==> config.mk <==
export PLATFORM = sky130hd
export DESIGN_NAME = tag_unit
export DESIGN_NICKNAME = d
export VERILOG_FILES = /design/src/design/tag_pkg.sv /design/src/design/tag_unit.sv /design/src/design/tag_memory.sv /design/src/design/tag_cache.sv /design/src/design/tag_fifo.sv
export SDC_FILE = /design/constraint.sdc
export NUM_CORES = 2
export LEC_CHECK = 0
export ABC_AREA = 0
export BUFFER_PORTS_ARGS = -buffer_cell sky130_fd_sc_hd__buf_2
export CAP_MARGIN = 20
export CORE_MARGIN = 3
export CORE_UTILIZATION = 50
export DETAILED_ROUTE_END_ITERATION = 10
export PLACE_DENSITY = 0.67
export SYNTH_ARGS = -nofsm -noshare
export SYNTH_HDL_FRONTEND = slang
export SYNTH_HIERARCHICAL = 1
export SYNTH_SLANG_ARGS = --single-unit
==> constraint.sdc <==
create_clock -name clk -period 8.3 [get_ports clk]
set_input_delay 0.415 -clock clk [delete_from_list [all_inputs] [get_ports clk]]
set_output_delay 0.415 -clock clk [all_outputs]
set_load 0.05 [all_outputs]
==> src/design/tag_pkg.sv <==
// ==================================================
// Shared widths, opcodes and the request payload
// ==================================================

package tag_pkg;

	// Byte address width seen by the client
	localparam int ADDR_W = 14;

	// Tag bits held in one cache line, one per 8-byte word
	localparam int LINE_BITS = 32;

	// Request kinds accepted by the cache
	typedef enum logic [1:0] {
		op_read,       // Return the tag bit of the addressed word
		op_write,      // Plain data store which clears the tag
		op_write_cap   // Capability store which sets the tag to tagi
	} tag_op_e;

	// Request word carried through the request FIFO
	typedef struct packed {
		tag_op_e             op;
		logic [ADDR_W-1:0]   adr;   // Byte address
		logic                tagi;  // Tag value for op_write_cap
	} tag_req_t;

	// ==================================================
	// The struct packs to 2 + ADDR_W + 1 bits
	// ==================================================

endpackage
==> src/design/tag_unit.sv <==
`timescale 1ns/1ps

// Request FIFO feeding the tag cache, which fills the response FIFO
// The tag memory sits behind the cache on Wishbone
module tag_unit #(
	parameter int LINES      = 16,
	parameter int MEM_LINES  = 64,
	parameter int FIFO_DEPTH = 4
) (
	input  logic                       clk,
	input  logic                       rst,
	input  logic                       req_valid,
	output logic                       req_ready,
	input  tag_pkg::tag_op_e           req_op,
	input  logic [tag_pkg::ADDR_W-1:0] req_adr,
	input  logic                       req_tagi,
	output logic                       rsp_valid,
	input  logic                       rsp_ready,
	output logic                       rsp_tag
);

	localparam int MEM_W = $clog2(MEM_LINES);

	tag_pkg::tag_req_t req_in;      // Client fields packed for the FIFO
	tag_pkg::tag_req_t req_head;    // Oldest request waiting for the cache
	logic              head_valid;
	logic              head_ready;
	logic              crsp_valid;  // Cache side of the response FIFO
	logic              crsp_ready;
	logic              crsp_tag;

	// ==================================================
	// Wishbone between the cache and the tag memory
	// ==================================================
	logic                          wb_cyc;
	logic                          wb_stb;
	logic                          wb_we;
	logic [MEM_W-1:0]              wb_adr;
	logic [tag_pkg::LINE_BITS-1:0] wb_dat_w;
	logic [tag_pkg::LINE_BITS-1:0] wb_dat_r;
	logic                          wb_ack;

	assign req_in = '{op: req_op, adr: req_adr, tagi: req_tagi};

	tag_fifo #(.payload_t(tag_pkg::tag_req_t), .DEPTH(FIFO_DEPTH)) req_fifo (
		.clk(clk), .rst(rst),
		.in_valid(req_valid), .in_ready(req_ready), .in_data(req_in),
		.out_valid(head_valid), .out_ready(head_ready), .out_data(req_head)
	);

	tag_cache #(.LINES(LINES), .MEM_LINES(MEM_LINES)) cache (
		.clk(clk), .rst(rst),
		.req_valid(head_valid), .req_ready(head_ready), .req(req_head),
		.rsp_valid(crsp_valid), .rsp_ready(crsp_ready), .rsp_tag(crsp_tag),
		.wb_cyc(wb_cyc), .wb_stb(wb_stb), .wb_we(wb_we), .wb_adr(wb_adr),
		.wb_dat_w(wb_dat_w), .wb_dat_r(wb_dat_r), .wb_ack(wb_ack)
	);

	tag_fifo #(.payload_t(logic), .DEPTH(FIFO_DEPTH)) rsp_fifo (
		.clk(clk), .rst(rst),
		.in_valid(crsp_valid), .in_ready(crsp_ready), .in_data(crsp_tag),
		.out_valid(rsp_valid), .out_ready(rsp_ready), .out_data(rsp_tag)
	);

	tag_memory #(.MEM_LINES(MEM_LINES)) memory (
		.clk(clk), .rst(rst),
		.wb_cyc(wb_cyc), .wb_stb(wb_stb), .wb_we(wb_we), .wb_adr(wb_adr),
		.wb_dat_w(wb_dat_w), .wb_dat_r(wb_dat_r), .wb_ack(wb_ack)
	);

endmodule

==> src/design/tag_memory.sv <==
`timescale 1ns/1ps

// Backing store for every tag line, a Wishbone classic slave
module tag_memory #(
	parameter int MEM_LINES = 64
) (
	input  logic                          clk,
	input  logic                          rst,
	input  logic                          wb_cyc,
	input  logic                          wb_stb,
	input  logic                          wb_we,
	input  logic [$clog2(MEM_LINES)-1:0]  wb_adr,
	input  logic [tag_pkg::LINE_BITS-1:0] wb_dat_w,
	output logic [tag_pkg::LINE_BITS-1:0] wb_dat_r,
	output logic                          wb_ack
);

	logic [tag_pkg::LINE_BITS-1:0] mem [MEM_LINES];
	logic                          strobe;   // New access with no ack outstanding

	// A held strobe sees the ack that is up and does not start a second access
	assign strobe = wb_cyc && wb_stb && !wb_ack;

	// ==================================================
	// Ack generation and line storage
	// ==================================================
	always_ff @(posedge clk) begin
		if (rst) begin
			wb_ack <= 1'b0;
			for (int i = 0; i < MEM_LINES; i++)
				mem[i] <= '0;  // Every word starts untagged
		end else begin
			wb_ack <= strobe;  // One cycle after the strobe, high for exactly one cycle
			// Write data is taken on the edge where the master samples ack
			if (wb_cyc && wb_stb && wb_we && wb_ack)
				mem[wb_adr] <= wb_dat_w;
		end
	end

	// Read data is loaded with the ack so both appear together
	always_ff @(posedge clk) begin
		if (strobe)
			wb_dat_r <= mem[wb_adr];
	end

endmodule

==> src/design/tag_cache.sv <==
`timescale 1ns/1ps

// Direct-mapped write-back tag cache with write allocate
// Misses write back a modified victim and then refill over Wishbone classic
module tag_cache #(
	parameter int LINES     = 16,
	parameter int MEM_LINES = 64
) (
	input  logic                          clk,
	input  logic                          rst,
	// Request stream from the request FIFO
	input  logic                          req_valid,
	output logic                          req_ready,
	input  tag_pkg::tag_req_t             req,
	// Read responses into the response FIFO
	output logic                          rsp_valid,
	input  logic                          rsp_ready,
	output logic                          rsp_tag,
	// Wishbone classic master
	output logic                          wb_cyc,
	output logic                          wb_stb,
	output logic                          wb_we,
	output logic [$clog2(MEM_LINES)-1:0]  wb_adr,
	output logic [tag_pkg::LINE_BITS-1:0] wb_dat_w,
	input  logic [tag_pkg::LINE_BITS-1:0] wb_dat_r,
	input  logic                          wb_ack
);

	localparam int OFS_W = 3;                            // Byte offset inside an 8-byte word
	localparam int SEL_W = $clog2(tag_pkg::LINE_BITS);   // Word select inside a line
	localparam int IDX_W = $clog2(LINES);
	localparam int MEM_W = $clog2(MEM_LINES);            // Line address into the tag memory
	localparam int TAG_W = MEM_W - IDX_W;

	typedef enum logic [1:0] {
		st_idle,
		st_wb,       // Victim line going back to memory
		st_fetch,    // Needed line coming in
		st_respond   // Hit completing, response or write one cycle after accept
	} state_e;

	state_e state;

	logic [tag_pkg::LINE_BITS-1:0] lines [LINES];  // Tag-line array
	logic [TAG_W-1:0]              tags  [LINES];  // Line tags
	logic [LINES-1:0]              valid;
	logic [LINES-1:0]              modified;

	// Fields of the request at the FIFO head
	logic [SEL_W-1:0] req_sel;
	logic [MEM_W-1:0] req_line;
	logic [IDX_W-1:0] req_idx;
	logic [TAG_W-1:0] req_tag;
	logic             hit;
	logic             victim_dirty;

	// Accepted request held for the respond state
	tag_pkg::tag_op_e hold_op;
	logic [IDX_W-1:0] hold_idx;
	logic [SEL_W-1:0] hold_sel;
	logic             hold_bit;   // Value a write stores

	logic do_accept;
	logic do_write;
	logic do_refill;
	logic start_wb;
	logic start_fetch;

	// ==================================================
	// Address split and lookup
	// ==================================================
	assign req_sel  = req.adr[OFS_W +: SEL_W];
	assign req_line = req.adr[OFS_W + SEL_W +: MEM_W];
	assign req_idx  = req_line[IDX_W-1:0];
	assign req_tag  = req_line[MEM_W-1 -: TAG_W];

	assign hit          = valid[req_idx] && (tags[req_idx] == req_tag);
	assign victim_dirty = valid[req_idx] && modified[req_idx];  // Only a valid line can be dirty

	// A request is taken only on a hit, so a miss leaves it parked at the FIFO head
	assign req_ready = (state == st_idle) && req_valid && hit;
	assign do_accept = req_ready;

	assign rsp_valid = (state == st_respond) && (hold_op == tag_pkg::op_read);
	assign do_write  = (state == st_respond) && (hold_op != tag_pkg::op_read);
	assign do_refill = (state == st_fetch) && wb_cyc && wb_ack;

	// Bus cycle launch points
	assign start_wb    = (state == st_idle) && req_valid && !hit && victim_dirty;
	assign start_fetch = ((state == st_idle) && req_valid && !hit && !victim_dirty)
		|| ((state == st_fetch) && !wb_cyc);  // Second cycle of a dirty miss

	// ==================================================
	// Control state
	// ==================================================
	always_ff @(posedge clk) begin
		if (rst) begin
			state    <= st_idle;
			valid    <= '0;
			modified <= '0;
			wb_cyc   <= 1'b0;
			wb_stb   <= 1'b0;
			wb_we    <= 1'b0;
		end else begin
			if (do_refill) begin
				valid[req_idx]    <= 1'b1;
				modified[req_idx] <= 1'b0;  // Fresh copy matches memory
			end
			if (do_write)
				modified[hold_idx] <= 1'b1;

			// Strobe stays up until ack and falls on the ack edge
			if (start_wb || start_fetch) begin
				wb_cyc <= 1'b1;
				wb_stb <= 1'b1;
				wb_we  <= start_wb;
			end else if (wb_cyc && wb_ack) begin
				wb_cyc <= 1'b0;
				wb_stb <= 1'b0;
				wb_we  <= 1'b0;
			end

			case (state)
				st_idle: begin
					if (req_valid) begin
						if (hit)
							state <= st_respond;
						else if (victim_dirty)
							state <= st_wb;
						else
							state <= st_fetch;
					end
				end
				st_wb: begin
					if (wb_cyc && wb_ack)
						state <= st_fetch;  // Refill is launched one cycle later
				end
				st_fetch: begin
					if (do_refill)
						state <= st_idle;  // The parked request now hits
				end
				st_respond: begin
					if (!rsp_valid || rsp_ready)
						state <= st_idle;  // A full response FIFO holds us here
				end
				default: state <= st_idle;
			endcase
		end
	end

	// ==================================================
	// Arrays and held payload
	// ==================================================
	always_ff @(posedge clk) begin
		if (do_accept) begin
			hold_op  <= req.op;
			hold_idx <= req_idx;
			hold_sel <= req_sel;
			hold_bit <= (req.op == tag_pkg::op_write_cap) ? req.tagi : 1'b0;
			rsp_tag  <= lines[req_idx][req_sel];  // Read result waits in the respond state
		end

		if (start_wb) begin
			wb_adr   <= {tags[req_idx], req_idx};  // Victim line address
			wb_dat_w <= lines[req_idx];
		end else if (start_fetch) begin
			wb_adr <= req_line;
		end

		if (do_refill) begin
			lines[req_idx] <= wb_dat_r;
			tags[req_idx]  <= req_tag;
		end else if (do_write) begin
			lines[hold_idx][hold_sel] <= hold_bit;  // Plain store clears and capability sets
		end
	end

endmodule

==> src/design/tag_fifo.sv <==
`timescale 1ns/1ps

// Circular buffer with valid/ready on both sides
// The payload type is chosen by the instantiating module
module tag_fifo #(
	parameter type payload_t = logic,
	parameter int  DEPTH     = 4
) (
	input  logic     clk,
	input  logic     rst,
	input  logic     in_valid,
	output logic     in_ready,
	input  payload_t in_data,
	output logic     out_valid,
	input  logic     out_ready,
	output payload_t out_data
);

	localparam int PTR_W = (DEPTH > 1) ? $clog2(DEPTH) : 1;
	localparam int CNT_W = $clog2(DEPTH + 1);

	payload_t         mem [DEPTH];  // Storage, written only on push
	logic [PTR_W-1:0] wr_ptr;
	logic [PTR_W-1:0] rd_ptr;
	logic [CNT_W-1:0] count;        // Number of items held
	logic             push;
	logic             pop;

	// Advance a pointer and wrap at the last slot
	function automatic logic [PTR_W-1:0] next_ptr(input logic [PTR_W-1:0] ptr);
		return (ptr == PTR_W'(DEPTH - 1)) ? '0 : ptr + 1'b1;
	endfunction

	assign in_ready  = (count != CNT_W'(DEPTH));  // Full blocks the producer
	assign out_valid = (count != '0);
	assign out_data  = mem[rd_ptr];               // Head is visible right after the push edge

	assign push = in_valid && in_ready;
	assign pop  = out_valid && out_ready;

	// ==================================================
	// Pointers and occupancy
	// ==================================================
	always_ff @(posedge clk) begin
		if (rst) begin
			wr_ptr <= '0;
			rd_ptr <= '0;
			count  <= '0;
		end else begin
			if (push)
				wr_ptr <= next_ptr(wr_ptr);
			if (pop)
				rd_ptr <= next_ptr(rd_ptr);
			// Simultaneous push and pop leave the count alone
			case ({push, pop})
				2'b10:   count <= count + 1'b1;
				2'b01:   count <= count - 1'b1;
				default: count <= count;
			endcase
		end
	end

	always_ff @(posedge clk) begin
		if (push)
			mem[wr_ptr] <= in_data;
	end

endmodule

== Yosys cells after proc, flatten, opt, wreduce, memory -nomap -nowiden ==
Memories as Yosys holds them, arrays and structs flattened. A register that Yosys moved wholly into a read port is not among the register bits.
Index checks and enable logic that the tools add are counted.
Operators by class
  $add $sub $neg: 8
  $mul: 0
  div/mod/pow operators: 0
  $lt $le $gt $ge: 7
  eq/ne operators: 19
  shift operators: 0
  muxes and demuxes: 57
  bitwise gates (word level): 4
  reduce and logical (&&, ||, !) cells: 43
Operator list (count)
  $mux W32: 4
  $reduce_or A32 Y1: 2
  $mux W16: 3
  $or A16 B16 Y16: 2
  $mux W2: 14
  $logic_and A1 B1 Y1: 23
  $mux W1: 23
  $eq A2 B2 Y1 const B: 9
  $mux W6: 3
  $and A16 B16 Y16: 1
  $not A16 Y16: 1
  $lt A5 B6 Y1 const B: 2
  $pmux W3 S2: 2
  $lt A4 B5 Y1 const B: 2
  $reduce_bool A2 Y1: 5
  $add A2 B1 Y2 const B: 4
  $bmux W1 S4: 2
  $demux W1 S4: 2
  $ge A4 B1 Y1 const B: 2
  $pmux W2 S4: 1
  $add A3 B1 Y3 const B: 2
  $eq A2 B1 Y1 const B: 3
  $ne A2 B1 Y1 const B: 3
  $ne A3 B3 Y1 const B: 2
  other kinds (12): 21
Word-level totals
  flip-flop bits (word level): 102
  latch bits: 0
  bits in writable memories: 2664
  memory bits (read-only): 0
  output and inout bits: 3
  logic and storage cells: 162
  memories kept: 5
Memory list
  memory.mem: depth 64, width 32, rd ports 1, clocked after memory_dff 1, wr ports 64, RTL line tag_memory.sv:18  | logic [tag_pkg::LINE_BITS-1:0] mem [MEM_LINES];
  cache.lines: depth 16, width 32, rd ports 1, clocked after memory_dff 0, wr ports 1, RTL line tag_cache.sv:44  | logic [tag_pkg::LINE_BITS-1:0] lines [LINES];
  req_fifo.mem: depth 4, width 17, rd ports 1, clocked after memory_dff 1, wr ports 1, RTL line tag_fifo.sv:22  | payload_t mem [DEPTH];
  cache.tags: depth 16, width 2, rd ports 1, clocked after memory_dff 0, wr ports 1, RTL line tag_cache.sv:45  | logic [TAG_W-1:0] tags [LINES];
  rsp_fifo.mem: depth 4, width 1, rd ports 1, clocked after memory_dff 1, wr ports 1, RTL line tag_fifo.sv:22

== Depth between registers and ports, before layout ==
  word-level depth: 10
  depth in mapped cells: 20
  gate-level depth less buffers: 15

== Modules after synthesis ==
The synthesis kept the hierarchy.
Modules (own cells, without submodules)
  tag_memory: times used 1, cells an instance 6812, area each 93479.7 um2
  tag_cache: times used 1, cells an instance 2101, area each 28408.5 um2
  tag_fifo at req_fifo: times used 1, cells an instance 141, area each 2949.1 um2
  tag_fifo at rsp_fifo: times used 1, cells an instance 57, area each 638.1 um2

== Worst setup path after synthesis ==
No wires, ideal clock.
  path kind: reg2reg
  start point: reg (tool-made name)
  end point: reg req_fifo.count[2]
  library setup time: 0.070 ns
  arrival: 4.902 ns
  slack: 3.328 ns
  stages on the path, launching flop included: 20
  path buffers: 4
  period minus slack after synthesis: 4.972 ns
  cell sequence: dfxtp_1 buf_2 buf_6 mux4_2 buf_6 buf_8 mux4_1 mux2i_1 mux2i_1 xnor2_1 o2111ai_2 nor2_1 o31ai_1 inv_1 ha_1 inv_1 fa_1 xor2_1 or3_2 a21oi_1
RTL lines
  end signal, assigned: RTL line tag_fifo.sv:56  | 2'b10: count <= count + 1'b1;
  end signal, assigned: RTL line tag_fifo.sv:57  | 2'b01: count <= count - 1'b1;
  end signal, assigned: RTL line tag_fifo.sv:58  | default: count <= count;
  end, declared: RTL line tag_fifo.sv:25  | logic [CNT_W-1:0] count;

==> impl_metrics.ini <==
[outcome]
status = complete, no violations

[synthesis]
synth_nets = 9131
synthCells = 9096
syn-cell-area_mm2 = 0.125
avgSynthCellArea_um2 = 13.7
yosysWarningCount = 6

[worst_hold_path]
hold_depth = 2
hold_path.class = in -> reg
holdPathEnd = req_fifo/mem[0][14]
hold_start = req_adr[13]

[setup_path]
endpoint_kind = flop
reg2reg_depth = 17
critical_path.max_fanout = 32
crit_type = reg -> reg
crit_required_ns = 9.15
regToRegSetupSlack_ns = 3.03
arrival_ns = 6.12
critPathLaunchType = flop
r2r-end = req_fifo/count[2]

[detailed_routing]
routed_wl_um = 385000
wl_per_cell_um = 31.4
dr.first_iter.drc_count = 11000
dr.pass1.iters = 8
drc_errors = 0
postRouteAntennaNets = 0
vias_per_cell = 6.46
vias = 79400

[global_route]
grt_max_degree = 117
antenna_found_initial = 25
overflow = 0
gr-usage-all-layers = 0.295
grt_first_pass_wirelength_um = 550000
grt_pass1_vias = 77000

[clocking]
ctsLongestPathBuffers = 4
cts_resized = 0
clk_pin_slew_ns = 0.06
post_cts_buffers = 0
cts.hold.buffers_added = 17
htree_levels = 5
cts_sinks = 2790
worst_skew_pair.late_latency_ns = 0.96
cts_buffers = 305
cts_root_buffer = clkbuf_16
cts_tree = built

[floorplanning]
rows = 182
die_h_um = 506
core_mm2 = 0.247
start_util = 0.506
die_width_um = 506
io_pins = 24
die_area_mm2 = 0.256

[sta]
relSlewSlack = 0.159
fin_setup_tns_ns = 0
hold_viol_final = 0
finalCritPeriodShare = 0.634
worstMarginPinSlew_ns = 1.26
drv_slew = 0
fmax_ghz = 0.190
post-route-min-period_ns = 5.27
rsz0062_at_grt = false
fin_skew_ns = 0.0906
setup_violations = 0

[place]
portBuffers = 20
hpwl_um = 216000
dpl_cell_area_mm2 = 0.127
place_congestion = 0.927

[job]
maxCapViolCount = 0

[final_layout]
fin_area_mm2 = 0.137
syn_to_final_growth_pct = 9.20
final_nets = 8793
drive_gt1_frac = 0.129

[power]
power_leakage_nw = 47.4
power_density_mw_per_mm2 = 239
peakVddDrop_mv = 0.202
## placed cells by master (no fill, tap or decap), types with 66 or more instances in the layout
master	instances
mux2i_1	174
nor3_1	79
o22ai_1	216
nor2_1	707
clkbuf_16	311
nor2_2	66
mux4_1	70
buf_4	235
or2_2	67
nand2_1	233
o21ai_0	138
and2_1	2058
a21oi_1	93
edfxtp_1	2735
clkinv_1	66
mux2_2	178
a221oi_1	419
mux4_2	98
a22oi_1	374
## flip-flops by register name, summed over array words and instances (netlist names), 6 cells and up, named ones only
name / cells
cache/lines: 512
cache/modified: 16
cache/tags: 32
cache/valid: 16
cache/wb_adr: 6
cache/wb_dat_w: 32
memory/mem: 2048
memory/wb_dat_r: 32
req_fifo/mem: 56
## worst max path at each step
| stage | from | end | cells past startpoint |
|---|---|---|---|
| after floorplan | flop | req_fifo/count[2] | 19 |
| after global placement | flop | req_fifo/count[2] | 16 |
| after detailed placement | flop | req_fifo/count[2] | 17 |
| after CTS | flop | req_fifo/count[2] | 17 |
| after global routing | flop | req_fifo/count[2] | 17 |
| final | flop | req_fifo/count[2] | 17 |
## layout make-up
type	instances	area (um2)
well taps	3312	4140
clock inverters	153	1190
flip-flops and latches	2790	83200
fillers	19800	111000
repair buffers	283	2250
multi-input cells	5351	37600
diodes	12	30.0
inverters	27	109
clock buffers	357	7990
## per-layer routing
| layer | GRT usage | share of wire | wire length [um] | up-vias |
|---|---|---|---|---|
| li1 | - | - | - | 33100 |
| met1 | 0.391 | 0.37 | 141000 | 40300 |
| met2 | 0.446 | 0.45 | 172000 | 5054 |
| met3 | 0.0806 | 0.13 | 48500 | 928 |
| met4 | 0.153 | 0.060 | 23000 | 12 |
| met5 | 0 | 0.00067 | 259 | - |
## where the power goes
part | internal (mW) | leakage (nW) | switching (mW)
sequential | 15.9 | 27.8 | 0.140
clock | 7.36 | 4.52 | 5.42
combinational | 1.00 | 15.2 | 2.77
total | 24.2 | 47.4 | 8.33
## metrics by stage
stage / hold slack, ns / total power, mW / util / worst slack (ns) / instances
floorplan: 0.432 / 18.4 / - / 3.40 / 9096
global placement: 0.443 / 19.9 / 0.513 / 3.06 / 11700
detailed placement: 0.453 / 19.9 / 0.513 / 3.06 / 11700
CTS: 0.176 / 32.5 / 0.551 / 3.06 / 12200
global route: 0.208 / 33.3 / 0.552 / 2.65 / 12300
finish: 0.236 / 32.6 / 0.552 / 3.03 / 12300
## critical path, stage by stage (launching register included)
cell and delay, ns:
dfxtp_1 0.76, mux4_4 0.88, buf_4 0.55, nor2_1 0.12, a22oi_1 0.19, nand2_1 0.12, xnor2_1 0.23, o2111ai_2 0.21
nor2_1 0.17, buf_4 0.27, o31ai_1 0.18, inv_1 0.09, ha_1 0.18, inv_1 0.06, fa_1 0.37, xor2_1 0.16
or3_2 0.41, a21oi_1 0.16
Note: power is estimated with default switching activity, not from simulation.
